==> src/rv_settings.svh <==
// rv32i pipeline core shared widths and data memory depth
`ifndef RV_SETTINGS_SVH
`define RV_SETTINGS_SVH

// data path and instruction word width
`define RV_XLEN 32

// byte address program counter, 256 bytes of program space
`define RV_PC_W 8

// register index, 32 architectural registers
`define RV_REG_W 5

// data ram depth in 32-bit words
`define RV_DMEM_WORDS 64

`endif

==> src/rv_pkg.sv <==
// rv32i pipeline core types, opcode encodings and stage register structs
`default_nettype none

`include "rv_settings.svh"

package rv_pkg;

    typedef logic [`RV_XLEN-1:0]  word_t;
    typedef logic [`RV_PC_W-1:0]  pc_t;
    typedef logic [`RV_REG_W-1:0] reg_idx_t;

    // major opcodes of the supported subset
    typedef enum logic [6:0] {
        op_r      = 7'b0110011,
        op_imm    = 7'b0010011,
        op_load   = 7'b0000011,
        op_store  = 7'b0100011,
        op_branch = 7'b1100011
    } opcode_e;

    typedef enum logic {
        alu_add = 1'b0,
        alu_sub = 1'b1
    } alu_op_e;

    // fetched word plus the sliced fields
    typedef struct packed {
        logic     valid;
        pc_t      pc;
        word_t    instr;
        opcode_e  opcode;
        reg_idx_t rd;
        reg_idx_t rs1;
        reg_idx_t rs2;
    } if_id_t;

    // decoded operands and control
    typedef struct packed {
        logic     valid;
        pc_t      pc;
        reg_idx_t rs1;
        reg_idx_t rs2;
        reg_idx_t rd;
        word_t    rs1_val;
        word_t    rs2_val;
        word_t    imm;
        alu_op_e  alu_op;
        logic     use_imm;
        logic     reg_write;
        logic     mem_read;
        logic     mem_write;
        logic     branch;
    } id_ex_t;

    // alu result doubles as the memory address
    typedef struct packed {
        logic     valid;
        reg_idx_t rd;
        word_t    alu_res;
        word_t    store_data;
        logic     reg_write;
        logic     mem_read;
        logic     mem_write;
    } ex_mem_t;

    typedef struct packed {
        logic     valid;
        reg_idx_t rd;
        word_t    data;
        logic     reg_write;
    } mem_wb_t;

endpackage

`default_nettype wire

==> src/fetch_stage.sv <==
// fetch stage with program counter and the IF/ID register
`default_nettype none
`timescale 1ns/1ns

module fetch_stage (
    input  logic           clk,
    input  logic           reset,
    input  rv_pkg::word_t  imem_data,
    input  logic           stall,
    input  logic           redirect,
    input  rv_pkg::pc_t    redirect_pc,
    output rv_pkg::pc_t    imem_addr,
    output rv_pkg::if_id_t if_id
);
    import rv_pkg::*;

    pc_t    pc;
    if_id_t fetched;

    // redirect beats stall, stall freezes the pc
    always_ff @(posedge clk) begin
        if (reset) begin
            pc <= '0;
        end else if (redirect) begin
            pc <= redirect_pc;
        end else if (!stall) begin
            pc <= pc + pc_t'(4);
        end
    end

    // instruction memory answers in the same cycle
    assign imem_addr = pc;

    // field slicing of the fetched word
    always_comb begin
        fetched.valid  = 1'b1;
        fetched.pc     = pc;
        fetched.instr  = imem_data;
        fetched.opcode = opcode_e'(imem_data[6:0]);
        fetched.rd     = imem_data[11:7];
        fetched.rs1    = imem_data[19:15];
        fetched.rs2    = imem_data[24:20];
    end

    // hold on stall, flush to bubble on redirect
    always_ff @(posedge clk) begin
        if (redirect || !stall) begin
            if_id <= fetched;
        end
        // valid only, payload is don't care once cleared
        if (reset || redirect) begin
            if_id.valid <= 1'b0;
        end
    end

endmodule

`default_nettype wire

==> src/decode_stage.sv <==
// decode stage with register file, load-use detection and the ID/EX register
`default_nettype none
`timescale 1ns/1ns

module decode_stage (
    input  logic            clk,
    input  logic            reset,
    input  rv_pkg::if_id_t  if_id,
    input  logic            flush,
    input  rv_pkg::mem_wb_t mem_wb,
    output rv_pkg::id_ex_t  id_ex,
    output logic            stall
);
    import rv_pkg::*;

    localparam int unsigned num_regs = 2 ** $bits(reg_idx_t);

    word_t      regs [num_regs];
    logic       wb_en;
    logic [2:0] funct3;
    word_t      imm_i;
    word_t      imm_s;
    word_t      imm_b;
    id_ex_t     dec;

    // register read with same-cycle write bypass, x0 pinned to zero
    function automatic word_t rf_read(reg_idx_t idx);
        word_t val;
        if (idx == '0) begin
            val = '0;
        end else if (wb_en && (mem_wb.rd == idx)) begin
            val = mem_wb.data;
        end else begin
            val = regs[idx];
        end
        return val;
    endfunction

    assign wb_en = mem_wb.valid && mem_wb.reg_write && (mem_wb.rd != '0);

    always_ff @(posedge clk) begin
        if (reset) begin
            for (int i = 0; i < num_regs; i++) begin
                regs[i] <= '0;
            end
        end else if (wb_en) begin
            regs[mem_wb.rd] <= mem_wb.data;
        end
    end

    // immediates, B form is already shifted by one
    assign funct3 = if_id.instr[14:12];
    assign imm_i  = {{20{if_id.instr[31]}}, if_id.instr[31:20]};
    assign imm_s  = {{20{if_id.instr[31]}}, if_id.instr[31:25], if_id.instr[11:7]};
    assign imm_b  = {{19{if_id.instr[31]}}, if_id.instr[31], if_id.instr[7],
                     if_id.instr[30:25], if_id.instr[11:8], 1'b0};

    always_comb begin
        dec.valid     = if_id.valid;
        dec.pc        = if_id.pc;
        dec.rs1       = if_id.rs1;
        dec.rs2       = if_id.rs2;
        dec.rd        = if_id.rd;
        dec.rs1_val   = rf_read(if_id.rs1);
        dec.rs2_val   = rf_read(if_id.rs2);
        dec.imm       = imm_i;
        dec.alu_op    = alu_add;
        dec.use_imm   = 1'b0;
        dec.reg_write = 1'b0;
        dec.mem_read  = 1'b0;
        dec.mem_write = 1'b0;
        dec.branch    = 1'b0;
        // anything unmatched stays valid with all writes off
        case (if_id.opcode)
            op_r: begin
                if (funct3 == 3'b000) begin
                    dec.reg_write = 1'b1;
                    // funct7 bit 30 picks sub
                    if (if_id.instr[30]) begin
                        dec.alu_op = alu_sub;
                    end
                end
            end
            op_imm: begin
                if (funct3 == 3'b000) begin
                    dec.use_imm   = 1'b1;
                    dec.reg_write = 1'b1;
                end
            end
            op_load: begin
                if (funct3 == 3'b010) begin
                    dec.use_imm   = 1'b1;
                    dec.reg_write = 1'b1;
                    dec.mem_read  = 1'b1;
                end
            end
            op_store: begin
                if (funct3 == 3'b010) begin
                    dec.imm       = imm_s;
                    dec.use_imm   = 1'b1;
                    dec.mem_write = 1'b1;
                end
            end
            op_branch: begin
                if (funct3 == 3'b000) begin
                    dec.imm    = imm_b;
                    dec.branch = 1'b1;
                end
            end
            default: begin
                dec.branch = 1'b0;
            end
        endcase
    end

    // load in EX whose rd feeds the instruction waiting in ID
    assign stall = id_ex.valid && id_ex.mem_read && (id_ex.rd != '0) && if_id.valid &&
                   ((id_ex.rd == if_id.rs1) || (id_ex.rd == if_id.rs2));

    // bubble on stall or flush
    always_ff @(posedge clk) begin
        id_ex <= dec;
        if (reset || stall || flush) begin
            id_ex.valid <= 1'b0;
        end
    end

endmodule

`default_nettype wire

==> src/execute_stage.sv <==
// execute stage with forwarding, alu, beq resolution and the EX/MEM register
`default_nettype none
`timescale 1ns/1ns

module execute_stage (
    input  logic            clk,
    input  logic            reset,
    input  rv_pkg::id_ex_t  id_ex,
    input  rv_pkg::mem_wb_t mem_wb,
    output rv_pkg::ex_mem_t ex_mem,
    output logic            redirect,
    output rv_pkg::pc_t     redirect_pc
);
    import rv_pkg::*;

    word_t op_a;
    word_t op_b;
    word_t alu_b;
    word_t alu_res;

    // younger producer first, x0 is never forwarded
    function automatic word_t fwd(reg_idx_t idx, word_t decoded, ex_mem_t em, mem_wb_t mw);
        word_t val;
        val = decoded;
        if (idx != '0) begin
            if (em.valid && em.reg_write && (em.rd == idx)) begin
                val = em.alu_res;
            end else if (mw.valid && mw.reg_write && (mw.rd == idx)) begin
                val = mw.data;
            end
        end
        return val;
    endfunction

    always_comb begin
        op_a  = fwd(id_ex.rs1, id_ex.rs1_val, ex_mem, mem_wb);
        op_b  = fwd(id_ex.rs2, id_ex.rs2_val, ex_mem, mem_wb);
        // loads and stores add the offset here
        alu_b = id_ex.use_imm ? id_ex.imm : op_b;
        if (id_ex.alu_op == alu_sub) begin
            alu_res = op_a - alu_b;
        end else begin
            alu_res = op_a + alu_b;
        end
    end

    // beq taken when forwarded operands match
    assign redirect    = id_ex.valid && id_ex.branch && (op_a == op_b);
    // target wraps inside the 8-bit pc space
    assign redirect_pc = id_ex.pc + pc_t'(id_ex.imm);

    always_ff @(posedge clk) begin
        ex_mem.valid      <= id_ex.valid;
        ex_mem.rd         <= id_ex.rd;
        ex_mem.alu_res    <= alu_res;
        // store data after forwarding
        ex_mem.store_data <= op_b;
        ex_mem.reg_write  <= id_ex.reg_write;
        ex_mem.mem_read   <= id_ex.mem_read;
        ex_mem.mem_write  <= id_ex.mem_write;
        if (reset) begin
            ex_mem.valid <= 1'b0;
        end
    end

endmodule

`default_nettype wire

==> src/memory_stage.sv <==
// memory stage with word data ram and the MEM/WB register driving write-back
`default_nettype none
`timescale 1ns/1ns

`include "rv_settings.svh"

module memory_stage (
    input  logic            clk,
    input  logic            reset,
    input  rv_pkg::ex_mem_t ex_mem,
    output rv_pkg::mem_wb_t mem_wb,
    output logic            wb_valid,
    output rv_pkg::reg_idx_t wb_rd,
    output rv_pkg::word_t   wb_data
);
    import rv_pkg::*;

    localparam int unsigned addr_w = $clog2(`RV_DMEM_WORDS);

    word_t             dmem [`RV_DMEM_WORDS];
    logic [addr_w-1:0] word_addr;

    // drop byte offset, upper bits wrap
    assign word_addr = ex_mem.alu_res[addr_w+1:2];

    always_ff @(posedge clk) begin
        if (reset) begin
            for (int i = 0; i < `RV_DMEM_WORDS; i++) begin
                dmem[i] <= '0;
            end
        end else if (ex_mem.valid && ex_mem.mem_write) begin
            dmem[word_addr] <= ex_mem.store_data;
        end
    end

    // load data or alu result into write-back
    always_ff @(posedge clk) begin
        mem_wb.valid     <= ex_mem.valid;
        mem_wb.rd        <= ex_mem.rd;
        mem_wb.reg_write <= ex_mem.reg_write;
        mem_wb.data      <= ex_mem.mem_read ? dmem[word_addr] : ex_mem.alu_res;
        if (reset) begin
            mem_wb.valid <= 1'b0;
        end
    end

    // one pulse per retired register write, never x0
    assign wb_valid = mem_wb.valid && mem_wb.reg_write && (mem_wb.rd != '0);
    assign wb_rd    = mem_wb.rd;
    assign wb_data  = mem_wb.data;

endmodule

`default_nettype wire

==> src/rv_core.sv <==
// five-stage rv32i subset core chaining fetch, decode, execute and memory
`default_nettype none
`timescale 1ns/1ns

module rv_core (
    input  logic             clk,
    input  logic             reset,
    input  rv_pkg::word_t    imem_data,
    output rv_pkg::pc_t      imem_addr,
    output logic             wb_valid,
    output rv_pkg::reg_idx_t wb_rd,
    output rv_pkg::word_t    wb_data
);
    import rv_pkg::*;

    // forward path between stages
    if_id_t  if_id;
    id_ex_t  id_ex;
    ex_mem_t ex_mem;
    mem_wb_t mem_wb;

    // hazard and branch feedback
    logic stall;
    logic redirect;
    pc_t  redirect_pc;

    fetch_stage fetch_stage_inst (
        .clk         (clk),
        .reset       (reset),
        .imem_data   (imem_data),
        .stall       (stall),
        .redirect    (redirect),
        .redirect_pc (redirect_pc),
        .imem_addr   (imem_addr),
        .if_id       (if_id)
    );

    // taken branch also flushes ID
    decode_stage decode_stage_inst (
        .clk    (clk),
        .reset  (reset),
        .if_id  (if_id),
        .flush  (redirect),
        .mem_wb (mem_wb),
        .id_ex  (id_ex),
        .stall  (stall)
    );

    execute_stage execute_stage_inst (
        .clk         (clk),
        .reset       (reset),
        .id_ex       (id_ex),
        .mem_wb      (mem_wb),
        .ex_mem      (ex_mem),
        .redirect    (redirect),
        .redirect_pc (redirect_pc)
    );

    // MEM/WB also feeds the register file and forwarding
    memory_stage memory_stage_inst (
        .clk      (clk),
        .reset    (reset),
        .ex_mem   (ex_mem),
        .mem_wb   (mem_wb),
        .wb_valid (wb_valid),
        .wb_rd    (wb_rd),
        .wb_data  (wb_data)
    );

endmodule

`default_nettype wire

==> config.mk <==
export PLATFORM = sky130hd
export DESIGN_NAME = rv_core
export DESIGN_NICKNAME = d
export VERILOG_FILES = /design/src/rv_pkg.sv /design/src/fetch_stage.sv /design/src/decode_stage.sv /design/src/execute_stage.sv /design/src/memory_stage.sv /design/src/rv_core.sv
export VERILOG_INCLUDE_DIRS = /design/src
export SDC_FILE = /design/constraint.sdc
export NUM_CORES = 2
export LEC_CHECK = 0
export BUFFER_PORTS_ARGS = -buffer_cell sky130_fd_sc_hd__buf_2
export CELL_PAD_IN_SITES_DETAIL_PLACEMENT = 1
export CELL_PAD_IN_SITES_GLOBAL_PLACEMENT = 1
export CORE_ASPECT_RATIO = 1.75
export CORE_MARGIN = 2
export CORE_UTILIZATION = 50
export DETAILED_ROUTE_END_ITERATION = 7
export PLACE_DENSITY_LB_ADDON = 0.1
export SYNTH_ARGS = -nofsm -noshare
export SYNTH_HDL_FRONTEND = slang
export SYNTH_SLANG_ARGS = --single-unit
==> constraint.sdc <==
create_clock -name clk -period 5.8 [get_ports clk]
set_input_delay 1.16 -clock clk [delete_from_list [all_inputs] [get_ports clk]]
set_output_delay 1.16 -clock clk [all_outputs]
set_load 0.05 [all_outputs]
Word level (Yosys, flattened, before mapping):

Memory sizes are Yosys's and may differ from the RTL's. A register that Yosys moved wholly into a read port is not among the register bits.
Index checks and enable logic that the tools add are counted.

* reductions and logical operators: 32
* mux-type cells: 39
* divide/modulo/power cells: 0
* shift operators: 0
* multiply operators: 0
* add/subtract/negate cells: 4
* bitwise gates (word level): 0
* eq/ne operators: 16
* magnitude comparators: 0

Operators by type and width (number)
* 2-to-1 mux 32 bit: 13
* OR reduction 32 bit: 2
* == test 5 bit: 8
* adder 32 bit: 1
* == test 32 bit: 1
* subtractor 32 bit: 1
* case mux 12 bit (2 select lines): 1
* 2-to-1 mux 5 bit: 4
* nonzero test 5 bit: 4
* logical AND 1 bit: 16
* 2-to-1 mux 8 bit: 2
* == test 7 x 6 -> 1 bit (second input constant): 2
* 2-to-1 mux 1 bit: 13
* 2-to-1 mux 12 bit: 1
* zero test 5 bit: 2
* adder 8 x 3 -> 8 bit (second input constant): 1
* adder 8 bit: 1
* == test 7 x 2 -> 1 bit (second input constant): 1
* == test 7 x 5 -> 1 bit (second input constant): 1
* == test 7 bit (second input constant): 1
* 2-to-1 mux 6 bit: 1
* case mux 1 bit (3 select lines): 2
* logical OR 1 bit: 5
* == test 3 x 2 -> 1 bit (second input constant): 1
* other kinds (6): 6

* logic and storage cells: 126
* ROM bits: 0
* bits in latches: 0
* bits in writable memories: 3072
* memories kept: 2
* bits in registers: 290

Memories
* memory_stage_inst.dmem: depth 64, width 32, rd ports 1, clocked after Yosys merged registers in 1, write ports 64, RTL line memory_stage.sv:20 `` word_t dmem [`RV_DMEM_WORDS]; ``
* decode_stage_inst.regs: depth 32, width 32, rd ports 2, clocked after Yosys merged registers in 2, write ports 32, RTL line decode_stage.sv:18 `word_t regs [num_regs];`

Depth between registers and ports, before layout:

* depth in word-level cells: 9
* mapped depth: 26

By module:

From an unflattened synthesis, not the netlist that was laid out.

* cells, all modules: 11697
* area, all modules: 161388.5 µm²

Modules (own cells, without submodules)
* memory_stage: times used 1, sequential area each 62279.7 µm², area each 94932.3 µm², cells each 6824
* decode_stage: times used 1, sequential area each 32891.5 µm², area each 58252.1 µm², cells each 3991
* execute_stage: times used 1, sequential area each 1461.4 µm², area each 6406.1 µm², cells each 774
* fetch_stage: times used 1, sequential area each 1381.3 µm², area each 1798.0 µm², cells each 108

Least setup slack after synthesis:

Ideal clock, no wire load.

* path type: register -> register
* start: register, netlist name decode_stage_inst.id_ex[110]
* end: register, netlist name execute_stage_inst.ex_mem[65]
* cell stages (with the launch flop): 24
* path buffers: 1
* arrival: 4.932 ns
* setup time: 0.127 ns
* required time: 5.673 ns
* clock period less this slack: 5.058 ns
* path slack: 0.742 ns
* cell sequence: dfxtp_1 -> xor2_1 -> nor4_4 -> o211ai_2 -> buf_4 -> o22ai_2 -> a2bb2oi_2 -> o41ai_2 -> nand3_2 -> nor2_1 -> a21oi_1 -> xnor2_1 -> ha_1 -> a21o_1 -> a21o_1 -> a21oi_1 -> nor4b_1 -> a21oi_1 -> a221oi_1 -> nor2_1 -> a41o_1 -> a21oi_1 -> o21ai_0 -> xor2_1

* word-level cells in the longest chain between the ends: 8
* elaborated cells on any way between the ends: 12
* classes of those cells: 2 x add/sub; 2 x eq/ne; 5 x mux; 3 x reduce/logical

RTL lines
* == test 5 bit: RTL line execute_stage.sv:28 `end else if (mw.valid && mw.reg_write && (mw.rd == idx)) begin`
* logical AND 1 bit: RTL line execute_stage.sv:28
* 2-to-1 mux 32 bit: RTL line execute_stage.sv:28
* 2-to-1 mux 32 bit: RTL line execute_stage.sv:26 `if (em.valid && em.reg_write && (em.rd == idx)) begin`
* 2-to-1 mux 32 bit *: RTL line execute_stage.sv:25 `if (idx != '0) begin`
* net execute_stage_inst.op_b[2]: RTL line execute_stage.sv:17 `word_t op_b;`
* 2-to-1 mux 32 bit *: RTL line execute_stage.sv:39 `alu_b = id_ex.use_imm ? id_ex.imm : op_b;`
* adder 32 bit or subtractor 32 bit (tied branches): RTL line execute_stage.sv:43, execute_stage.sv:41
* 2-to-1 mux 32 bit *: RTL line execute_stage.sv:40 `if (id_ex.alu_op == alu_sub) begin`
* net execute_stage_inst.alu_res[30]: RTL line execute_stage.sv:19 `word_t alu_res;`

The timed path passes the listed nets; every way through them passes the cells marked *.
A chain may end at the register's enable or synchronous reset.

Final worst setup path:

* start: register, netlist name decode_stage_inst.id_ex[109]
* end: register, netlist name execute_stage_inst.ex_mem[65]

* word-level cells in the longest chain between the ends: 8
* elaborated cells on any way between the ends: 12
* classes of those cells: 2 x add/sub; 2 x eq/ne; 5 x mux; 3 x reduce/logical

RTL lines (RTL line)
* == test 5 bit: execute_stage.sv:28
* logical AND 1 bit: execute_stage.sv:28
* 2-to-1 mux 32 bit: execute_stage.sv:28
* 2-to-1 mux 32 bit: execute_stage.sv:26
* 2-to-1 mux 32 bit *: execute_stage.sv:25
* 2-to-1 mux 32 bit *: execute_stage.sv:39
* adder 32 bit or subtractor 32 bit (tied branches): execute_stage.sv:43, execute_stage.sv:41
* 2-to-1 mux 32 bit *: execute_stage.sv:40
* net execute_stage_inst.alu_res[30]: execute_stage.sv:19

Marks and branches as above.

==> run summary <==
Power per cell area: 388 mW/mm2
Yosys warning total: 0
Crit path max fanout: 14
Core area: 0.308 mm2
Clk slew on worst S/H paths: 0.07 ns
Prevailing post-synth register cell: edfxtp_1
Fin Setup TNS: 0 ns
DR WL/cell: 39.7 um
Total Power: 0.0669 W
Via/cell ratio: 6.76
Ys async rst share: 0%
Detailed-route DRC error count: 0
Final Cycle Share: 95.9%
Mapped cell area: 0.155 mm2
Layout area overhead: 11.5%
Failing checks: capacitance limit
Total Wirelength: 601 mm
Total CTS buffers: 318
Leak Pwr: 59.7 nW
CTS HTree Levels: 5
GRT Residual Overflow: 0
# nets final: 10.9k
Outcome: finished, violations left
Slew @ Worst Pin: 1.48 ns
Setup Skew: 0.0483 ns
Clk root buf: clkbuf_16
CTS tree: done
Highest Signal Layer: met5
Die area: 0.314 mm2
DRT Pass-1 Iters: 6
Slew Limit Headroom: 1.21%
Std-Cell Rows: 270
Post-DP HPWL: 383 mm
Vias in the first global route: 108k
Final Max Slew Viols: 0
CTS sink count: 3,350
Slowest cell on crit path: a221oi_2
Peak supply drop: 0.325 mV
Initial antenna violation count: 60
FMAX: 180 MHz
CTS max path bufs: 4
Number of flops mapped to enable cells by yosys: 3,112
Initial DRC count: 11.9k
Largest net degree at the start of global routing: 135
Initial Util: 50.2%
Mapped Cells: 10.9k
Max_cap viols: 1
Global-route wire length before repair: 839 mm
Wl on met1: 194 mm
Final min period: 5.56 ns
Critical path class: flip-flop to flip-flop
Ratio of cells with drive above 1 in the final layout: 18.9%
Worst Path Arrival: 6.36 ns
CP startpoint kind: flip-flop
Synthesized flop and latch total: 3,350
Worst path bufs/invs: 4
Total length of routed met2 wires: 301 mm
Worst R2R Setup Slack: 0.24 ns
Final ANT Viol Nets: 0
Die Wd: 424 um
CP top delay family: compound AO/OA/AOI/OAI gates
Routed vias: 102k
Clk Latency, worst-skew pair: 0.94 ns
Fin. Hold Viols: 0
# IOs: 80
Port bufs: 79
Final GP Congestion: 0.942
Yosys cell types: 83
Largest stage delay, worst path: 0.41 ns
Sequential fraction of the synthesis area: 63.6%
Die Ht: 739 um
Hold Buf Count CTS: 0
Total track usage: 38.1%
DR WL met3: 46.7 mm
Utilization after layout: 56.0%
Hold WC Path Type: flip-flop to flip-flop
Critical path, cell by cell: xor2_1 > nor4_4 > nand2_1 > a21oi_4 > buf_12 > buf_4 > buf_4 > o22ai_1 > and4_1 > o21ai_1 > nor3_2 > buf_4 > nor2_1 > a21oi_1 > o32a_1 > ha_1 > a21o_1 > a21o_1 > a221oi_2 > nor2_1 > a41o_1 > a21oi_2 > o21ai_0 > xor2_1
Worst path most repeated cell: buf_4
CP Capture Type: flip-flop
Final count of negative-setup-slack endpoints: 0
Avg Cell Area, Syn: 14.1 um2
Critical path required time: 6.60 ns
-- layout by cell type (no fill, tap or decap), drive strengths merged, types with 43 or more instances in the layout --
master and count:
inv 70, mux4 640, diode 45, o21ai 43, a22oi 603, a211oi 67, nand2 46, a22o 223
xor2 57, or2 99, and2 2210, buf 722, nor2 264, mux2i 76, edfxtp 3112, clkbuf 412
nand4 64, xnor2 84, a21oi 98, a221oi 213, nor3 888, dfxtp 238, a31oi 239, clkinv 111
-- sequential cells by signal, summed over array words and instances, names as in the netlist, named ones only --
register and count:
memory_stage_inst.wb_rd 5, fetch_stage_inst.if_id 41, memory_stage_inst.wb_data 32, memory_stage_inst.dmem 2048, decode_stage_inst.id_ex 107, memory_stage_inst.mem_wb 2, fetch_stage_inst.imem_addr 8, execute_stage_inst.ex_mem 73
decode_stage_inst.regs 1024
-- path summary, 6_finish.rpt --
path | from | cells after the start | to
min reg2reg | fetch_stage_inst.if_id[57] | 0 | decode_stage_inst.id_ex[120]
min | fetch_stage_inst.if_id[57] | 0 | decode_stage_inst.id_ex[120]
max | decode_stage_inst.id_ex[109] | 24 | execute_stage_inst.ex_mem[65]
max reg2reg | decode_stage_inst.id_ex[109] | 24 | execute_stage_inst.ex_mem[65]
-- worst register-to-register path, stage by stage (launching register included) --
cell	delay, ns
dfxtp_1	0.34
xor2_1	0.20
nor4_4	0.36
nand2_1	0.15
a21oi_4	0.19
buf_12	0.17
buf_4	0.26
buf_4	0.19
o22ai_1	0.16
and4_1	0.27
o21ai_1	0.21
nor3_2	0.11
buf_4	0.16
nor2_1	0.30
a21oi_1	0.09
o32a_1	0.20
ha_1	0.36
a21o_1	0.18
a21o_1	0.18
a221oi_2	0.41
nor2_1	0.14
a41o_1	0.32
a21oi_2	0.19
o21ai_0	0.11
xor2_1	0.16
-- where the power goes --
| part | switching (W) | leakage, nW | internal, W |
|---|---|---|---|
| sequential | 0.00105 | 34.1 | 0.0274 |
| clock | 0.00955 | 5.00 | 0.0119 |
| combinational | 0.0126 | 20.6 | 0.00429 |
-- metrics by stage --
stage	std cells	hold WS, ns	area [um2]	setup slack (ns)
final	15200	0.343	172000	0.237
after global routing	15100	0.348	172000	-0.0427
after CTS	15100	0.324	172000	0.0855
after detailed placement	14500	0.329	162000	-0.0457
after global placement	14500	0.328	162000	-0.0280
after floorplan	11000	0.310	155000	0.742
-- cell families (layout without fill, tap and decap cells) --
family | Yosys count | after routing | synth area share [%]
buf+inv | 1301 | 1357 | 3.31
simple gates | 3714 | 3714 | 13.9
xor+xnor | 141 | 141 | 0.799
compound gates | 1663 | 1663 | 8.14
flops | 3350 | 3350 | 63.6
other cells | 1 | 77 | 0.00243
fa+ha+maj | 42 | 42 | 0.350
mux | 733 | 733 | 9.94
-- timing repair --
action | in CTS | in global routing
endpoints found under the setup margin | 2 | 7
buffers inserted | 0 | 1
hold endpoints to repair | 0 | 0
gates resized for setup | 2 | 11
pin swaps | 0 | 1
-- cells in the mapped netlist, drive strengths merged, types with 64 or more instances --
master	count	share of area [%]
a22oi	603	2.9
nand4	64	0.26
nor2	264	0.64
mux2i	76	0.49
nor3	888	2.9
a21oi	98	0.32
a221oi	213	1.2
xnor2	84	0.48
clkbuf	990	2.4
buf	252	0.76
a31oi	239	0.97
mux4	640	9.3
a22o	223	1.3
and2	2210	8.9
dfxtp	238	3.1
edfxtp	3112	60
a211oi	67	0.33
or2	99	0.40
-- layout make-up --
cell class                 instances  area, um2
clock inverter                   164       1510
clock buffer                     412       8770
fill                           28900     136000
antenna                           45        113
tap                             4080       5100
multi-input combinational       6325      51800
timing repair buffer             722       6580
sequential                      3350      98300
inverter                          59        221
-- routing by layer --
metal  vias up  track usage, %
li1      41500               -
met1     53900            42.0
met2      5353            64.7
met3      1654            6.25
met4        28            30.9
met5         -               0
No activity file was read; power rests on OpenSTA's default activity.
